==> src/nav_pkg.sv <==
package nav_pkg;

    ////////////////////////////////////////////////////////////
    // Datapath widths
    ////////////////////////////////////////////////////////////

    // Raw sensor reading
    typedef logic signed [15:0] sample_t;

    // Integration step
    typedef logic [15:0] dt_t;

    // Heading, rotated acceleration, velocity and position
    typedef logic signed [31:0] accum_t;

    // Top four bits of heading
    typedef logic [3:0] sector_t;

    ////////////////////////////////////////////////////////////
    // Sequencer states
    ////////////////////////////////////////////////////////////

    typedef enum logic [2:0] {
        idle,
        integ_heading,
        rotate,
        rotate_wait,
        integ_vel,
        integ_pos,
        publish
    } seq_state_t;

    ////////////////////////////////////////////////////////////
    // Trig table
    ////////////////////////////////////////////////////////////

    localparam int NUM_SECTORS    = 16;
    localparam int TRIG_FRAC_BITS = 14;

    // sin(k * 22.5 deg) scaled by 2^14
    localparam sample_t SIN_TABLE [NUM_SECTORS] = '{
        16'sd0,      16'sd6270,   16'sd11585,  16'sd15137,
        16'sd16384,  16'sd15137,  16'sd11585,  16'sd6270,
        16'sd0,      -16'sd6270,  -16'sd11585, -16'sd15137,
        -16'sd16384, -16'sd15137, -16'sd11585, -16'sd6270
    };

endpackage
==> src/nav_config.sv <==
`timescale 1ns/1ps

module nav_config #(
    parameter nav_pkg::dt_t DT_RESET = 16'd1
) (
    input  logic         clk,
    input  logic         rst,
    input  logic         cfg_wr,
    input  logic         cfg_addr,
    input  logic [15:0]  cfg_data,
    output nav_pkg::dt_t dt,
    output logic         run_en,
    output logic         clear
);

    // Register map
    localparam logic ADDR_DT   = 1'b0;
    localparam logic ADDR_CTRL = 1'b1;

    logic wr_dt;
    logic wr_ctrl;

    assign wr_dt   = cfg_wr && (cfg_addr == ADDR_DT);
    assign wr_ctrl = cfg_wr && (cfg_addr == ADDR_CTRL);

    always_ff @(posedge clk) begin
        if (rst) begin
            dt     <= DT_RESET;
            run_en <= 1'b0;
            clear  <= 1'b0;
        end else begin
            // Control bit 1 is self-clearing, so clear lasts one cycle
            clear <= wr_ctrl && cfg_data[1];

            if (wr_dt) begin
                dt <= cfg_data;
            end

            if (wr_ctrl) begin
                run_en <= cfg_data[0];
            end
        end
    end

endmodule

==> config.mk <==
export PLATFORM = sky130hd
export DESIGN_NAME = nav_config
export DESIGN_NICKNAME = d
export VERILOG_FILES = /design/src/nav_pkg.sv /design/src/nav_config.sv
export SDC_FILE = /design/constraint.sdc
export NUM_CORES = 1
export LEC_CHECK = 0
export ABC_AREA = 1
export BUFFER_PORTS_ARGS = -buffer_cell sky130_fd_sc_hd__buf_2
export CORE_AREA = 2 2 46 48
export CTS_CLUSTER_SIZE = 8
export DETAILED_ROUTE_END_ITERATION = 6
export DIE_AREA = 0 0 48 50
export PLACE_DENSITY_LB_ADDON = 0.3
export SLEW_MARGIN = 20
export SYNTH_ARGS = -nofsm -noshare
export SYNTH_HDL_FRONTEND = slang
export SYNTH_SLANG_ARGS = --single-unit
==> constraint.sdc <==
create_clock -name clk -period 0.8 [get_ports clk]
set_input_delay 0.16 -clock clk [delete_from_list [all_inputs] [get_ports clk]]
set_output_delay 0.16 -clock clk [all_outputs]
set_load 0.1 [all_outputs]
==> metrics.cfg <==
[status]
status=complete, but fails checks
violations=negative setup slack

[sta]
hold_viol_final=0
whs_ns=0.0434
fin_ws_ns=-0.192
post-route-period-util=1.24
max_slew_margin=0.771
fin_worst_skew_ns=0
rsz0062_at_grt=yes
setup_viol=18
tightest_slew_ns=0.343
finalMaxSlewViolations=0
fin_crit_ns=0.992
timing.fmax_mhz=1010
tns_ns=-3.30

[routing]
vias=786
drt-vias-per-instance=4.44
drtAntennaViolNets=0
route.detailed.drc=0
drtPass1Iterations=4
avgRoutedWirePerCell_microns=10.2
wl_mm=1.81
drt_iter0_drc=8

[synth]
synth_commonest_cells=nor2_1 (30), dfxtp_1 (18), nand2_1 (17), nand3_1 (17), inv_1 (16)
ys_ff_latch=18
synth_top_cell_by_area=dfxtp_1
synth_edf_count=0
synth_nets=130
yosysSeqAreaShare=0.463
async_reset_ff_frac=0
syn-cell-area_sq_um=778
synthCells=110
synth_cell_types=13
netlist.area_leader.share=0.463
synth_most_common_cell=nor2_1
avgSynthCellArea_sq_um=7.07
yosys_warnings=0
synthTopCellsByArea=dfxtp_1 (46%), nor2_1 (14%), nand3_1 (11%)
synth_top_flop_cell=dfxtp_1

[worst_setup_path]
crit_path_start_kind=flip-flop
worstPathArrival_ns=0.83
path_buf_inv=1
path_max_fanout=2
rrSetupSlack_ns=0.18
critPathCaptureType=primary output
crit_family=flip-flops
critPathKind=reg -> out
cp.required_ns=0.64
crit_start=dt[0]
cpPeakStageDelay_ns=0.37
path_cells=buf_12
worstReg2RegStart=dt[1]
cpMaxStageDelayCell=dfxtp_2

[placed_design]
hpwl_mm=1.40
postPlaceCellArea_sq_mm=0.00132
post-place-ws_ns=-0.0764
gp_congestion=0.801
io_buffer_count=37

[clocking]
root_buffer=clkbuf_4
ctsLongestPathBuffers=2
cts_resized=0
post_cts_buffers=0
numCtsBuffers=3
cts.htree.levels=1
cts_tree=yes
clk_latency_ns=0.28
holdBufCountCts=0
clkSinkCount=18
clk_pin_slew_worst_paths_ns=0.10

[die]
fp-row-count=16
die_y_microns=50
pin_count=38
core-area_sq_mm=0.00190
start_util=0.409
die_w_microns=48
dieArea_sq_mm=0.00240

[global_routing]
grt_max_degree=17
grt_pass1_wl_mm=3.08
first_global_vias=818
grt_usage=0.175
antenna_found_initial=0
grt_overflow_total=0

[power]
p_per_area_mw_per_mm2=1730
p_int_mw=1.44
power.total_mw=2.33
switching_share=0.383
switching_power_mw=0.893
p_leak_nw=0.657
seqPwrFrac=0.428
vdd_drop_max_mv=1.26
pwr-share-comb=0.380
p_clk_frac=0.192

[finish]
layout-drive-gt1-share=0.440
design_area_sq_mm=0.00135
area_growth_pct=73.0
fill_cells=156
layout.nets=171
diodes=0

[hold_path]
worstHoldStart=rst
hp-class=in -> reg

[job]
cap_viol_max_count=0

[path summary, 6_finish.rpt]
| check | end | depth (start not counted) |
|---|---|---|
| worst max register to register | dt[1] | 2 |
| worst max-delay path | dt[0] | 1 |
| worst min register to register | run_en | 2 |
| worst min-delay path | run_en | 2 |
[per-stage QoR]
step | util | instances
2_1_floorplan | - | 110
3_3_place_gp | 0.694 | 173
3_5_place_dp | 0.694 | 173
4_1_cts | 0.708 | 177
5_1_grt | 0.708 | 177
6_report | 0.708 | 177
[worst reg2reg max path: stages (launching register included)]
cell and delay [ns]:
dfxtp_4 0.37, nor2_1 0.11, nor2_1 0.05
[power by group through the flow]
stage	clock, mW	combinational, mW	sequential (mW)
after global placement	0	0.878	1.02
after detailed placement	0	0.892	1.02
final	0.449	0.888	0.998
after global routing	0.507	0.934	1.01
after CTS	0.471	0.895	1.00
after floorplan	0	0.169	1.40
[per-layer routing]
layer | vias to the layer above | routed length, microns | GRT usage
li1 | 411 | - | -
met1 | 347 | 687 | 0.183
met2 | 26 | 1020 | 0.322
met3 | 2 | 98 | 0.0403
met4 | 0 | 6 | 0.0541
met5 | - | 0 | 0
[sequential cells by signal, indices dropped and copies added, names as in the netlist]
signal and flops:
run_en 1, clear 1, dt 16
[layout by cell type, fill, tap and decap left out, drive strengths merged]
cell type	count
a21oi	1
buf	41
clkbuf	3
clkinv	1
dfxtp	18
inv	18
nand2	17
nand3	18
nor2	31
nor3	1
o21ai	1
[cell families after synthesis]
| family | Yosys count | synth area share |
|---|---|---|
| compound gates | 2 | 0.0128 |
| buf+inv | 23 | 0.154 |
| flops | 18 | 0.463 |
| simple gates | 67 | 0.370 |
[final cells by class]
class	instances	area, sq um	share of cell area
Sequential cell	18	423	0.314
Inverter	18	67.6	0.0502
Multi-Input combinational cell	69	298	0.221
Clock inverter	1	3.75	0.00279
Tap cell	27	33.8	0.0251
Timing Repair Buffer	41	498	0.370
Clock buffer	3	22.5	0.0167
Note: power is estimated with default switching activity, not from simulation.
