$ cat src/nav_pkg.sv
package nav_pkg;

    ////////////////////////////////////////////////////////////
    // Datapath widths
    ////////////////////////////////////////////////////////////

    // Raw sensor reading
    typedef logic signed [15:0] sample_t;

    // Integration step
    typedef logic [15:0] dt_t;

    // Heading, rotated acceleration, velocity and position
    typedef logic signed [31:0] accum_t;

    // Top four bits of heading
    typedef logic [3:0] sector_t;

    ////////////////////////////////////////////////////////////
    // Sequencer states
    ////////////////////////////////////////////////////////////

    typedef enum logic [2:0] {
        idle,
        integ_heading,
        rotate,
        rotate_wait,
        integ_vel,
        integ_pos,
        publish
    } seq_state_t;

    ////////////////////////////////////////////////////////////
    // Trig table
    ////////////////////////////////////////////////////////////

    localparam int NUM_SECTORS    = 16;
    localparam int TRIG_FRAC_BITS = 14;

    // sin(k * 22.5 deg) scaled by 2^14
    localparam sample_t SIN_TABLE [NUM_SECTORS] = '{
        16'sd0,      16'sd6270,   16'sd11585,  16'sd15137,
        16'sd16384,  16'sd15137,  16'sd11585,  16'sd6270,
        16'sd0,      -16'sd6270,  -16'sd11585, -16'sd15137,
        -16'sd16384, -16'sd15137, -16'sd11585, -16'sd6270
    };

endpackage
$ cat src/nav_integrator.sv
`timescale 1ns/1ps

module nav_integrator (
    input  logic            clk,
    input  logic            rst,
    input  logic            clear,
    input  logic            en,
    input  nav_pkg::accum_t a,
    input  nav_pkg::dt_t    dt,
    output nav_pkg::accum_t acc
);

    import nav_pkg::*;

    accum_t step;

    // dt is unsigned, so a zero sign bit goes in front of it
    // Only the low 32 bits of the product survive
    assign step = a * $signed({1'b0, dt});

    ////////////////////////////////////////////////////////////
    // Accumulator
    ////////////////////////////////////////////////////////////

    always_ff @(posedge clk) begin
        if (rst || clear) begin
            acc <= '0;
        end else if (en) begin
            acc <= acc + step;
        end
    end

endmodule

$ cat config.mk
export PLATFORM = sky130hd
export DESIGN_NAME = nav_integrator
export DESIGN_NICKNAME = d
export VERILOG_FILES = /design/src/nav_pkg.sv /design/src/nav_integrator.sv
export SDC_FILE = /design/constraint.sdc
export NUM_CORES = 1
export LEC_CHECK = 0
export BUFFER_PORTS_ARGS = -buffer_cell sky130_fd_sc_hd__buf_2
export CAP_MARGIN = 10
export CORE_MARGIN = 5
export CORE_UTILIZATION = 26
export CTS_CLUSTER_DIAMETER = 80
export DETAILED_ROUTE_END_ITERATION = 8
export GPL_ROUTABILITY_DRIVEN = 1
export PLACE_DENSITY_LB_ADDON = 0.15
export SYNTH_ARGS = -nofsm -noshare
export SYNTH_HDL_FRONTEND = slang
export SYNTH_SLANG_ARGS = --single-unit
$ cat constraint.sdc
create_clock -name clk -period 8.3 [get_ports clk]
set_input_delay 1.245 -clock clk [delete_from_list [all_inputs] [get_ports clk]]
set_output_delay 1.245 -clock clk [all_outputs]
set_load 0.01 [all_outputs]
==> results.txt <==
met2 usage - 26.5%
fin crit period - 7.16 ns
die width - 241 um
RSZ-0062 raised after global routing - false
crit-path cells - buf_2, buf_4, and2_1, fa_1, inv_1, fa_1, fa_1, inv_1, fa_1, fa_1, inv_1, fa_1, inv_1, ha_1, a21oi_1, and2b_2, or4_4, o21ai_2, o21ai_2, o311ai_2, mux2i_1, o311ai_1
CP Max Fanout - 18
first-pass GRT wire length - 63.3 mm
Crit Path Category - input pin to flip-flop
CTS resizes - 0
Hold Crit Start - acc[21]$_SDFFE_PP0P_
ant diodes - 0
Num Clock Sinks - 32
nets - 2062
Synth async-reset ratio - 0%
Netlist Area Pre-Place - 13800 um2
drt first pass iters - 4
most frequent cell after synthesis - inv_1
pin count of the biggest net entering global routing - 34
I/O pin cnt - 84
Final period util - 86.3%
Hold Crit Endpoint - acc[21]$_SDFFE_PP0P_
initial DRC count - 300
Synth Warn # - 0
postcts setup bufs - 0
most used cell, CP - fa_1
fraction of layout cells with a size suffix above 1 - 6.90%
GR Util All Layers - 14.1%
top cell type's share of synthesized area - 48.3%
Port Buffer Count - 83
final wirelength - 39.1 mm
area leader, netlist - fa_1
Syn Inst Count - 1564
clock tree buffer depth - 2
Worst-path clk slew - 0.05 ns
# setup viols final - 0
CTS tree - done
max_slew headroom - 48.6%
antenna violations before repair - 0
Die Area - 57900 um2
type of origin of the critical path - input pin
max reg flops - 32
worst endpoint required time - 8.45 ns
Slew @ Worst Pin - 0.771 ns
Hold Crit Depth - 2
met3 usage - 1.42%
Largest regs - acc x32
final hold violation count - 0
crit path DAT - 7.31 ns
total CTS buffers - 5
outcome - completed
Reg2Reg Capture Point - acc[30]$_SDFFE_PP0P_
syn_nets - 2033
Distinct cells, synth - 46
max-cap viol count - 0
gr ovfl total - 0
Fmax achieved - 140 MHz
DR vias/cell - 4.26
CORE AREA - 52700 um2
synth cell count leaders - inv_1 (422), fa_1 (334), and2_1 (226)
setup_tns - 0 ns
Worst Reg2Reg Path Length in Cells - 19
crit path max-delay cell type - fa_1
vias in the first global route - 10854
Post-Route Skew - 0.0199 ns
Final Max Slew Viols - 0
hpwl dp - 33.4 mm
top_reg_cell synth - dfxtp_1
DRC - 0
worst-skew pair later-pin latency - 0.30 ns
sequential area share after synthesis - 4.63%
CTS HTree Levels - 2
Detail Route Antenna Nets - 0
Seq cells post-synth - 32
Die Height - 241 um
root buf cell - clkbuf_16
gp weighted congestion - 0.778
HP Class - flip-flop to flip-flop
cts hold-fix bufs - 0
Initial Utilization - 26.3%
routed len/inst - 17.1 um
Largest Register - acc
main area contributors after synthesis - fa_1 (48%), inv_1 (11%), and2_1 (10%)
crit path capture type - flip-flop
Syn Area/Cell - 8.85 um2
max incr delay on CP - 0.53 ns
synthesis-to-layout area growth - 8.88%
r2r setup slk - 2.64 ns
Post-synth EDFFs - 0
met1 Use GR - 18.2%
via count - 9715
gr busiest metal - met2
FP Rows - 84
RR Startpoint - acc[15]$_SDFFE_PP0P_
==> placed cells by master (no fill, tap or decap), drive strengths merged, types with 3 or more instances in the layout <==
cell type  instances
dfxtp             32
or2                3
a21o              14
clkbuf             6
fa               334
nand2b             4
ha                83
a21oi             18
buf               90
xnor2             36
xor2              19
a211oi             6
a31oi              4
inv              422
nor2              34
mux2i             22
and2             227
o22ai              5
nand3              5
nand2            180
o21ai             17
nor3               8
==> layout make-up <==
| cell class | instances | area (um2) |
|---|---|---|
| inverters | 423 | 1590 |
| multi-input cells | 1041 | 11300 |
| repair buffers | 90 | 468 |
| clock inverters | 2 | 35.0 |
| flip-flops and latches | 32 | 641 |
| well taps | 688 | 861 |
| clock buffers | 6 | 129 |
| fillers | 5689 | 37600 |
==> worst max-delay path: cells and delay by family <==
family                   cells  cell delay, ns
multiplexers                 1            0.21
buffers and inverters        6            0.89
AND/OR/NAND/NOR              3            0.87
AO/OA/AOI/OAI                5            0.95
adder cells (fa/ha/maj)      7            3.13
==> kinds of logic after synthesis <==
kind of cell / share of synthesized area, %
flip-flops: 4.63
AND/OR/NAND/NOR: 17.5
buffers and inverters: 13.4
adder cells (fa/ha/maj): 55.8
AO/OA/AOI/OAI: 3.63
multiplexers: 1.59
XOR/XNOR: 3.48
==> through the flow <==
| step | std cells | hold slack [ns] | area, um2 | util [%] | setup slack [ns] |
|---|---|---|---|---|---|
| 2_1_floorplan | 1564 | 0.498 | 13800 | - | 1.33 |
| 3_3_place_gp | 2274 | 0.491 | 14900 | 28.3 | 0.871 |
| 3_5_place_dp | 2274 | 0.487 | 14900 | 28.3 | 0.816 |
| 4_1_cts | 2282 | 0.498 | 15100 | 28.6 | 1.11 |
| 5_1_grt | 2282 | 0.528 | 15100 | 28.6 | 0.786 |
| 6_report | 2282 | 0.500 | 15100 | 28.6 | 1.14 |
==> layer usage <==
layer / vias up / part of all wire (%)
li1: 4510 / -
met1: 5069 / 43
met2: 120 / 54
met3: 16 / 2.3
met4: 0 / 0.85
met5: - / 0
==> worst max-delay path by stage <==
| stage | end | cells after the start | slack, ns | startpoint |
|---|---|---|---|---|
| global route | acc[30]$_SDFFE_PP0P_ | 22 | 0.79 | dt[3] |
| detailed placement | acc[30]$_SDFFE_PP0P_ | 22 | 0.82 | dt[3] |
| finish | acc[30]$_SDFFE_PP0P_ | 22 | 1.14 | dt[3] |
| floorplan | acc[30]$_SDFFE_PP0P_ | 23 | 1.33 | dt[2] |
| global placement | acc[30]$_SDFFE_PP0P_ | 22 | 0.87 | dt[4] |
| CTS | acc[30]$_SDFFE_PP0P_ | 22 | 1.11 | dt[3] |
Power is not shown: default switching activity piles up to over one toggle a cycle in this logic, so the estimate is an artifact.
