==> src/nav_pkg.sv <==
package nav_pkg;

    ////////////////////////////////////////////////////////////
    // Datapath widths
    ////////////////////////////////////////////////////////////

    // Raw sensor reading
    typedef logic signed [15:0] sample_t;

    // Integration step
    typedef logic [15:0] dt_t;

    // Heading, rotated acceleration, velocity and position
    typedef logic signed [31:0] accum_t;

    // Top four bits of heading
    typedef logic [3:0] sector_t;

    ////////////////////////////////////////////////////////////
    // Sequencer states
    ////////////////////////////////////////////////////////////

    typedef enum logic [2:0] {
        idle,
        integ_heading,
        rotate,
        rotate_wait,
        integ_vel,
        integ_pos,
        publish
    } seq_state_t;

    ////////////////////////////////////////////////////////////
    // Trig table
    ////////////////////////////////////////////////////////////

    localparam int NUM_SECTORS    = 16;
    localparam int TRIG_FRAC_BITS = 14;

    // sin(k * 22.5 deg) scaled by 2^14
    localparam sample_t SIN_TABLE [NUM_SECTORS] = '{
        16'sd0,      16'sd6270,   16'sd11585,  16'sd15137,
        16'sd16384,  16'sd15137,  16'sd11585,  16'sd6270,
        16'sd0,      -16'sd6270,  -16'sd11585, -16'sd15137,
        -16'sd16384, -16'sd15137, -16'sd11585, -16'sd6270
    };

endpackage
==> src/nav_rotator.sv <==
`timescale 1ns/1ps

module nav_rotator (
    input  logic             clk,
    input  logic             rst,
    input  logic             start,
    input  nav_pkg::sample_t acc_x,
    input  nav_pkg::sample_t acc_y,
    input  nav_pkg::sector_t sector,
    output nav_pkg::accum_t  rot_x,
    output nav_pkg::accum_t  rot_y
);

    import nav_pkg::*;

    sector_t cos_idx;

    // Stage one registers
    sample_t sin_q;
    sample_t cos_q;
    sample_t ax_q;
    sample_t ay_q;
    logic    stage_valid;

    // Stage two products
    accum_t x_cos;
    accum_t y_sin;
    accum_t x_sin;
    accum_t y_cos;
    accum_t rot_diff;
    accum_t rot_sum;

    // Cosine leads sine by a quarter turn, wraps in four bits
    assign cos_idx = sector + sector_t'(NUM_SECTORS / 4);

    ////////////////////////////////////////////////////////////
    // Stage one: table lookup
    ////////////////////////////////////////////////////////////

    always_ff @(posedge clk) begin
        if (start) begin
            sin_q <= SIN_TABLE[sector];
            cos_q <= SIN_TABLE[cos_idx];
            ax_q  <= acc_x;
            ay_q  <= acc_y;
        end
    end

    always_ff @(posedge clk) begin
        if (rst) begin
            stage_valid <= 1'b0;
        end else begin
            stage_valid <= start;
        end
    end

    ////////////////////////////////////////////////////////////
    // Stage two: multiply and combine
    ////////////////////////////////////////////////////////////

    assign x_cos = ax_q * cos_q;
    assign y_sin = ay_q * sin_q;
    assign x_sin = ax_q * sin_q;
    assign y_cos = ay_q * cos_q;

    assign rot_diff = x_cos - y_sin;
    assign rot_sum  = x_sin + y_cos;

    // Drop the table's fraction bits, keeping the sign
    always_ff @(posedge clk) begin
        if (stage_valid) begin
            rot_x <= rot_diff >>> TRIG_FRAC_BITS;
            rot_y <= rot_sum >>> TRIG_FRAC_BITS;
        end
    end

endmodule

==> config.mk <==
export PLATFORM = sky130hd
export DESIGN_NAME = nav_rotator
export DESIGN_NICKNAME = d
export VERILOG_FILES = /design/src/nav_pkg.sv /design/src/nav_rotator.sv
export SDC_FILE = /design/constraint.sdc
export NUM_CORES = 2
export LEC_CHECK = 0
export BUFFER_PORTS_ARGS = -buffer_cell sky130_fd_sc_hd__buf_4
export CORE_ASPECT_RATIO = 1.75
export CORE_MARGIN = 5
export CORE_UTILIZATION = 25
export CTS_CLUSTER_DIAMETER = 100
export DETAILED_ROUTE_END_ITERATION = 10
export GPL_TIMING_DRIVEN = 0
export MAX_ROUTING_LAYER = met4
export PLACE_DENSITY = 0.49
export SLEW_MARGIN = 15
export SYNTH_ARGS = -nofsm -noshare
export SYNTH_HDL_FRONTEND = slang
export SYNTH_SLANG_ARGS = --single-unit
==> constraint.sdc <==
create_clock -name clk -period 9.05 [get_ports clk]
set_clock_uncertainty 0.05 [all_clocks]
set_input_delay 1.3575 -clock clk [delete_from_list [all_inputs] [get_ports clk]]
set_output_delay 1.3575 -clock clk [all_outputs]
set_load 0.02 [all_outputs]
==> impl_metrics.toml <==
[floorplan]
num_rows = 196
initial_core_util = 0.2509
core_area_um2 = 162800
io_pins = 103
die_w_um = 315.6
die-area_um2 = 171900
die_height_um = 544.8

[grt]
grtUsageTotal = 0.1851
grt_pass1_vias = 31470
grt_max_degree = 58
overflow = 0
antenna_found_initial = 12
grt_pass1_wl_mm = 217.0

[detailed_routing]
drtPass1Iterations = 5
wirelength_mm = 150.9
wl_per_cell_um = 23.42
dr.first_iter.drc_count = 1524
ant_nets = 0
vias = 27660
vias_per_cell = 4.292
drc_errors = 0

[synth]
synthTopCellsByArea = "fa_1 56%, inv_1 12%, ha_1 9.3%, edfxtp_1 6.8%, and2_1 5.3%"
postSynthNetCount = 5590
synth-edff-count = 92
syn_inst = 4110
ys_top_cells_by_count = "1,355 x inv_1, 1,137 x fa_1, 379 x nand2_1"
yosysWarnings = 0
synth_area_per_cell_um2 = 9.940
yosysUniqueCellTypes = 45
synth_top_area_frac = 0.5572
synthFlopType = "edfxtp_1"
synth_seq_cells = 93
synth_top_area_cell = "fa_1"
synth-async-reset-ratio = 0
syn_area_um2 = 40850
yosysMostFrequentCell = "inv_1"
yosysSeqAreaShare = 0.06812

[min_path]
holdCritPathClass = "reg -> reg"

[status]
outcome = "finished, final reports clean"

[sta]
slew_headroom = 0.1632
timing.final.crit_period_ns = 8.767
period_share = 0.9687
fmax_mhz = 114.1
finalHoldViolations = 0
rsz0062_at_grt = "true"
maxSlewViolCount = 0
finalSetupViolations = 0
worstMarginPinSlew_ns = 1.255

[worst_setup_path]
end_kind = "flip-flop"
crit_fanout = 10
criticalPathCategory = "reg -> reg"
cp.required_ns = 9.14
crit_family = "adder cells"
arrival_ns = 8.86
cp_common_cell = "fa_1"
cpPeakStageDelay_ns = 0.81
critPathSlowestCell = "clkbuf_1"
cp_cell_sequence = "clkbuf_1 -> nand2_1 -> fa_1 -> fa_1 -> inv_1 -> fa_1 -> fa_1 -> inv_1 -> fa_1 -> fa_1 -> fa_1 -> inv_1 -> fa_1 -> inv_1 -> ha_1 -> a21o_1 -> a21oi_1 -> o22ai_4 -> a211oi_2 -> a211oi_1 -> o21a_1 -> a311o_2 -> a21oi_2 -> xnor2_1"
crit_buf_inv = 5
cp-start-kind = "flip-flop"

[place]
dpl.hpwl_mm = 130.9
io_buffers = 100
globalplace.congestion = 0.9850
place_area_um2 = 44350

[clock_tree]
clock_latency_ns = 0.43
clockBufferDepth = 2
cts_buffers = 9
holdBufCountCts = 0
htree_levels = 3
cts_tree = "yes"
clk_pin_slew_ns = 0.08
root_buffer = "clkbuf_16"
cts_num_sinks = 93

[cells_and_area]
final_area_um2 = 45080
area_delta_synth_final_pct = 10.36
layout-drive-gt1-share = 0.05802
layout.nets = 5732

[run]
cap_violations = 0
[layout make-up]
| type | instances | area, um^2 |
|---|---|---|
| clock buffers | 10 | 229.0 |
| multi-input cells | 2492 | 32260 |
| inverters | 1357 | 5106 |
| well taps | 2178 | 2725 |
| flip-flops and latches | 93 | 2786 |
| fillers | 17560 | 117800 |
| plain buffers | 168 | 840.8 |
| diodes | 9 | 22.52 |
| repair buffers | 131 | 1041 |
| clock inverters | 6 | 70.07 |
[through the flow]
step | utilization | cells | TNS, ns | setup slack [ns] | hold slack, ns
global route | 0.2768 | 6441 | -0.006341 | -0.006341 | 0.8165
floorplan | - | 4110 | 0 | 1.522 | 0.9396
finish | 0.2769 | 6444 | 0 | 0.2831 | 0.7626
global placement | 0.2722 | 6388 | -6.358 | -0.7013 | 1.468
detailed placement | 0.2724 | 6389 | -5.615 | -0.6873 | 0.7917
CTS | 0.2748 | 6409 | -0.006446 | -0.006446 | 0.8197
[cells in the final DEF, fill, tap and decap left out, types with 3 or more instances in the layout]
cell type	synthesis	final
a21boi_0	4	4
a21o_1	9	9
a21oi_1	33	33
and2_1	346	345
and4_1	3	3
buf_12	0	4
buf_2	0	6
buf_4	28	154
clkbuf_1	139	81
clkbuf_16	0	9
clkbuf_2	0	45
clkbuf_4	0	6
clkdlybuf4s15_1	0	3
clkinvlp_4	0	4
diode_2	0	9
edfxtp_1	92	92
fa_1	1137	1137
ha_1	304	304
inv_1	1355	1352
nand2_1	379	377
nand2b_1	28	28
nand3_1	4	4
nand4_1	5	5
nor2_1	77	77
nor2b_1	8	8
nor3_1	10	9
o21a_1	16	16
o21ai_0	21	20
o32ai_1	4	4
xnor2_1	67	67
xor2_1	13	13
[metal layers]
layer	wire length (um)	global-route usage	vias up
met5	0	-	-
met4	14080	0.1276	0
met3	5347	0.01636	340
met2	84540	0.3513	785
met1	46980	0.1746	14780
li1	-	-	11760
[cell families (layout without fill, tap and decap cells)]
| group | after synthesis | count (layout) | share of synthesized area |
|---|---|---|---|
| other | 0 | 9 | 0 |
| buffers and inverters | 1525 | 1672 | 0.1427 |
| multiplexers | 4 | 4 | 0.001041 |
| flip-flops | 93 | 93 | 0.06812 |
| adder cells (fa/ha/maj) | 1441 | 1441 | 0.6503 |
| AO/OA/AOI/OAI | 105 | 105 | 0.01681 |
| XOR/XNOR | 80 | 80 | 0.01715 |
| AND/OR/NAND/NOR | 862 | 862 | 0.1039 |
[flip-flops by register name (all words and copies together) (netlist names)]
name         cells
ax_q            16
ay_q            16
cos_q           12
rot_x           18
rot_y           18
sin_q           12
stage_valid      1
[worst paths after layout]
| path | start | endpoint | slack (ns) | cells past startpoint |
|---|---|---|---|---|
| max | ay_q[4]$_DFFE_PP_ | rot_x[17]$_DFFE_PP_ | 0.28 | 24 |
| min | stage_valid$_SDFF_PP0_ | rot_x[17]$_DFFE_PP_ | 0.76 | 0 |
| max reg2reg | ay_q[4]$_DFFE_PP_ | rot_x[17]$_DFFE_PP_ | 0.28 | 24 |
| min reg2reg | stage_valid$_SDFF_PP0_ | rot_x[17]$_DFFE_PP_ | 0.76 | 0 |
[timing repair]
| action | in CTS | in global routing |
|---|---|---|
| gates cloned | 0 | 0 |
| resized for setup | 38 | 86 |
| endpoints found under the setup margin | 16 | 8 |
| buffers inserted | 4 | 26 |
Power is left out: the tool's default activity adds up to more than one toggle a clock period on the data nets, which glitch-free logic cannot reach.
