===== config.mk =====
export PLATFORM = sky130hd
export DESIGN_NAME = nav_sequencer
export DESIGN_NICKNAME = d
export VERILOG_FILES = /design/src/nav_pkg.sv /design/src/nav_sequencer.sv
export SDC_FILE = /design/constraint.sdc
export NUM_CORES = 1
export LEC_CHECK = 0
export ABC_AREA = 1
export BUFFER_PORTS_ARGS = -buffer_cell sky130_fd_sc_hd__buf_2
export CORE_AREA = 2 2 164 166
export DETAILED_ROUTE_END_ITERATION = 6
export DIE_AREA = 0 0 166 168
export PLACE_DENSITY = 0.72
export SLEW_MARGIN = 15
export SYNTH_ARGS = -nofsm -noshare
export SYNTH_HDL_FRONTEND = slang
export SYNTH_SLANG_ARGS = --single-unit

===== constraint.sdc =====
create_clock -name clk -period 4.4 [get_ports clk]
set_input_delay 0.66 -clock clk [delete_from_list [all_inputs] [get_ports clk]]
set_output_delay 0.66 -clock clk [all_outputs]
set_load 0.05 [all_outputs]

===== src/nav_pkg.sv =====
package nav_pkg;

    ////////////////////////////////////////////////////////////
    // Datapath widths
    ////////////////////////////////////////////////////////////

    // Raw sensor reading
    typedef logic signed [15:0] sample_t;

    // Integration step
    typedef logic [15:0] dt_t;

    // Heading, rotated acceleration, velocity and position
    typedef logic signed [31:0] accum_t;

    // Top four bits of heading
    typedef logic [3:0] sector_t;

    ////////////////////////////////////////////////////////////
    // Sequencer states
    ////////////////////////////////////////////////////////////

    typedef enum logic [2:0] {
        idle,
        integ_heading,
        rotate,
        rotate_wait,
        integ_vel,
        integ_pos,
        publish
    } seq_state_t;

    ////////////////////////////////////////////////////////////
    // Trig table
    ////////////////////////////////////////////////////////////

    localparam int NUM_SECTORS    = 16;
    localparam int TRIG_FRAC_BITS = 14;

    // sin(k * 22.5 deg) scaled by 2^14
    localparam sample_t SIN_TABLE [NUM_SECTORS] = '{
        16'sd0,      16'sd6270,   16'sd11585,  16'sd15137,
        16'sd16384,  16'sd15137,  16'sd11585,  16'sd6270,
        16'sd0,      -16'sd6270,  -16'sd11585, -16'sd15137,
        -16'sd16384, -16'sd15137, -16'sd11585, -16'sd6270
    };

endpackage

===== src/nav_sequencer.sv =====
`timescale 1ns/1ps

module nav_sequencer (
    input  logic             clk,
    input  logic             rst,
    input  logic             sample_valid,
    input  nav_pkg::sample_t acc_x,
    input  nav_pkg::sample_t acc_y,
    input  nav_pkg::sample_t gyro_z,
    input  logic             run_en,
    input  logic             clear,
    input  nav_pkg::accum_t  heading_acc,
    input  nav_pkg::accum_t  vel_x_acc,
    input  nav_pkg::accum_t  vel_y_acc,
    input  nav_pkg::accum_t  pos_x_acc,
    input  nav_pkg::accum_t  pos_y_acc,
    output logic             busy,
    output logic             update_done,
    output logic             heading_en,
    output logic             rot_start,
    output logic             vel_en,
    output logic             pos_en,
    output nav_pkg::sample_t sample_ax,
    output nav_pkg::sample_t sample_ay,
    output nav_pkg::sample_t sample_gz,
    output nav_pkg::accum_t  heading,
    output nav_pkg::accum_t  vel_x,
    output nav_pkg::accum_t  vel_y,
    output nav_pkg::accum_t  pos_x,
    output nav_pkg::accum_t  pos_y
);

    import nav_pkg::*;

    seq_state_t state;
    seq_state_t state_next;
    logic       accept;
    logic       clear_ok;

    // Busy stays up one cycle past the return to idle
    assign accept   = sample_valid && run_en && (state == idle) && !busy;
    assign clear_ok = clear && (state == idle) && !busy;

    ////////////////////////////////////////////////////////////
    // FSM
    ////////////////////////////////////////////////////////////

    always_comb begin
        state_next = state;
        case (state)
            idle: begin
                if (accept) begin
                    state_next = integ_heading;
                end
            end
            integ_heading: state_next = rotate;
            rotate:        state_next = rotate_wait;
            rotate_wait:   state_next = integ_vel;
            integ_vel:     state_next = integ_pos;
            integ_pos:     state_next = publish;
            publish:       state_next = idle;
            default:       state_next = idle;
        endcase
    end

    always_ff @(posedge clk) begin
        if (rst) begin
            state       <= idle;
            busy        <= 1'b0;
            update_done <= 1'b0;
        end else begin
            state       <= state_next;
            busy        <= (state != idle);
            update_done <= (state == publish);
        end
    end

    // One strobe per stage
    assign heading_en = (state == integ_heading);
    assign rot_start  = (state == rotate);
    assign vel_en     = (state == integ_vel);
    assign pos_en     = (state == integ_pos);

    // Sample held for the whole run
    always_ff @(posedge clk) begin
        if (accept) begin
            sample_ax <= acc_x;
            sample_ay <= acc_y;
            sample_gz <= gyro_z;
        end
    end

    ////////////////////////////////////////////////////////////
    // Published outputs
    ////////////////////////////////////////////////////////////

    always_ff @(posedge clk) begin
        if (rst || clear_ok) begin
            heading <= '0;
            vel_x   <= '0;
            vel_y   <= '0;
            pos_x   <= '0;
            pos_y   <= '0;
        end else if (state == publish) begin
            heading <= heading_acc;
            vel_x   <= vel_x_acc;
            vel_y   <= vel_y_acc;
            pos_x   <= pos_x_acc;
            pos_y   <= pos_y_acc;
        end
    end

endmodule


==> reports/metrics.cfg <==
[yosys]
synthTopCellsByArea = dfxtp_1 38%, nand2_1 21%, edfxtp_1 17%
yosys_warnings = 0
synth_cell_types = 17
ys_ff_latch = 213
syn_nets = 1343
yosys.area.top_type = dfxtp_1
synth_top_area_share_pct = 38.1
syn_area_um2 = 8670
syn-instance-count = 1130
seq_area_frac_synth_pct = 54.7
synth.avg_cell_area_um2 = 7.67

[sta]
finalHoldViolations = 0
slew_viol_final = 0
max_freq_mhz = 367
fin_crit_sh_pct = 62.0
timing.final.crit_period_ns = 2.73
finalClockSkew_ns = 0.00830
fin_setup_tns_ns = 0
setup_viol = 0
tightestPinTransition_ns = 1.01
rsz0062_at_grt = no
relSlewSlack_pct = 32.9
final.setup.worst_slack_ns = 1.67

[drt]
vias = 8544
drt_first_iter_violations = 602
ant_nets = 0
wire_per_inst_um = 13.8
firstDrtPassIters = 5
drc = 0
finalWirelength_um = 25700
vias_per_cell = 4.58

[place]
dpl.hpwl_um = 16800
globalplace.congestion = 0.809
io_buffers = 426
dp.cells = 1820
place_ws_ns = 1.96
placed_cell_area_um2 = 11000

[clock_tree]
cts_buffers = 23
tritoncts = done
ctsHoldBuffers = 0
cts_resized = 0
root_buffer = clkbuf_16
clockBufferDepth = 3
cts.sinks = 213
cts_setup_buffers = 0
clkTransAtPathRegs_ns = 0.06
htreeDepth = 1
insertion_delay_ns = 0.50

[floorplanning]
start_util_pct = 32.9
die-area_um2 = 27900
die_y_um = 168
rows = 60
coreArea_um2 = 26400
io_pins = 427
dieWidth_um = 166

[critical_path]
cp_max_fo = 74
critical_path_arrival_ns = 2.07
critPathKind = register to output pin
start_kind = register
worstSetupEndpointType = output pin
regToRegSetupSlack_ns = 1.92
worstPathRequired_ns = 3.74

[run]
maxCapViolCount = 0

[global_routing]
grtUsageMet2_pct = 29.3
grt_overflow = 0
grt_use_met1_pct = 21.8
grt_use_met3_pct = 4.14
grt_busiest_layer = met2
grt_usage_pct = 17.3
grt_max_degree = 91
antenna_found_initial = 0
grt_pass1_wl_um = 40400
grt_pass1_vias = 7899

[pwr]
ir_drop_mv = 0.297
total_power_mw = 4.64
p_per_area_nw_per_um2 = 397
p_leak_nw = 7.23

[layout]
syn2layout_area_growth_pct = 35.1
stdcell_count = 1864
drive_gt1_share_pct = 31.4
multi_input_comb_area_um2 = 2920
finalNetCount = 1719
seq_area_um2 = 4750
fill_cells = 2588
final_area_um2 = 11700

[min_path]
hold_path_class = input pin to register

[outcome]
status = complete, no violations

## cells in the mapped netlist, drive strengths merged
| cell type | number |
|---|---|
| buf | 52 |
| nand4 | 160 |
| inv | 168 |
| nor2 | 8 |
| clkbuf | 35 |
| nand2 | 487 |
| nand3b | 1 |
| a21oi | 3 |
| edfxtp | 48 |
| o21ai | 1 |
| nand3 | 2 |
| dfxtp | 165 |
## path summary, 6_finish.rpt
path | from | endpoint | cells after the start
max | state[0] | rot_start | 5
min | acc_y[2] | sample_ay[2] | 1
max reg2reg | state[0] | heading[29] | 7
min reg2reg | pos_y[26] | pos_y[26] | 4
## area by class of cell
class	instances	area share [%]
inverter	168	5.41
timing repair buffer	438	19.4
antenna	1	0.0214
clock buffer	33	5.49
tap	341	3.64
multi-input combinational	662	25.0
sequential	213	40.6
clock inverter	8	0.545
## cell families (layout without fill, tap and decap cells)
| kind of cell | count (synthesis) | in the layout | share of synthesized area (%) |
|---|---|---|---|
| other | 0 | 1 | 0 |
| AOI/OAI and AO/OA | 4 | 4 | 0.231 |
| DFF | 213 | 213 | 54.7 |
| and+or+nand+nor | 658 | 658 | 33.3 |
| buffers and inverters | 255 | 647 | 11.8 |
## critical path, cell delays in order, from the launching register on
cell and delay (ns):
dfxtp_1 0.35, inv_4 0.08, buf_4 0.57, nand2_1 0.16, nor2_1 0.11, buf_2 0.28
## placed cells by master (no fill, tap or decap), types with 2 or more instances in the layout
master | synthesis | routed
a21oi_1 | 3 | 3
buf_12 | 0 | 2
buf_2 | 32 | 426
buf_4 | 6 | 9
clkbuf_1 | 35 | 7
clkbuf_16 | 0 | 23
clkbuf_8 | 0 | 3
clkinv_2 | 0 | 4
clkinvlp_2 | 0 | 2
dfxtp_1 | 165 | 163
dfxtp_4 | 0 | 2
edfxtp_1 | 48 | 48
inv_1 | 166 | 166
nand2_1 | 486 | 486
nand4_1 | 160 | 160
nor2_1 | 8 | 7
## report_power, final
part           switching, mW  internal (mW)
clock                  0.756           1.07
combinational          0.579          0.161
sequential            0.0198           2.06
total                   1.35           3.29
## registers in the layout, indices dropped and copies added (netlist names)
register,flops
pos_x,32
sample_ay,16
heading,32
sample_gz,16
state,3
vel_x,32
pos_y,32
vel_y,32
busy,1
sample_ax,16
update_done,1
## metal layers
| layer | vias to the layer above | routed length, um | share of wire (%) |
|---|---|---|---|
| met5 | - | 0 | 0 |
| met3 | 47 | 2000 | 7.8 |
| met1 | 3873 | 10800 | 42 |
| li1 | 4299 | - | - |
| met4 | 0 | 635 | 2.5 |
| met2 | 325 | 12300 | 48 |
## stage by stage
| stage | utilization [%] | hold slack [ns] |
|---|---|---|
| 2_1_floorplan | - | 0.518 |
| 3_3_place_gp | 41.6 | 0.505 |
| 3_5_place_dp | 41.6 | 0.507 |
| 4_1_cts | 44.3 | 0.303 |
| 5_1_grt | 44.4 | 0.301 |
| 6_report | 44.4 | 0.331 |
Power figures use the tool's default switching activity.
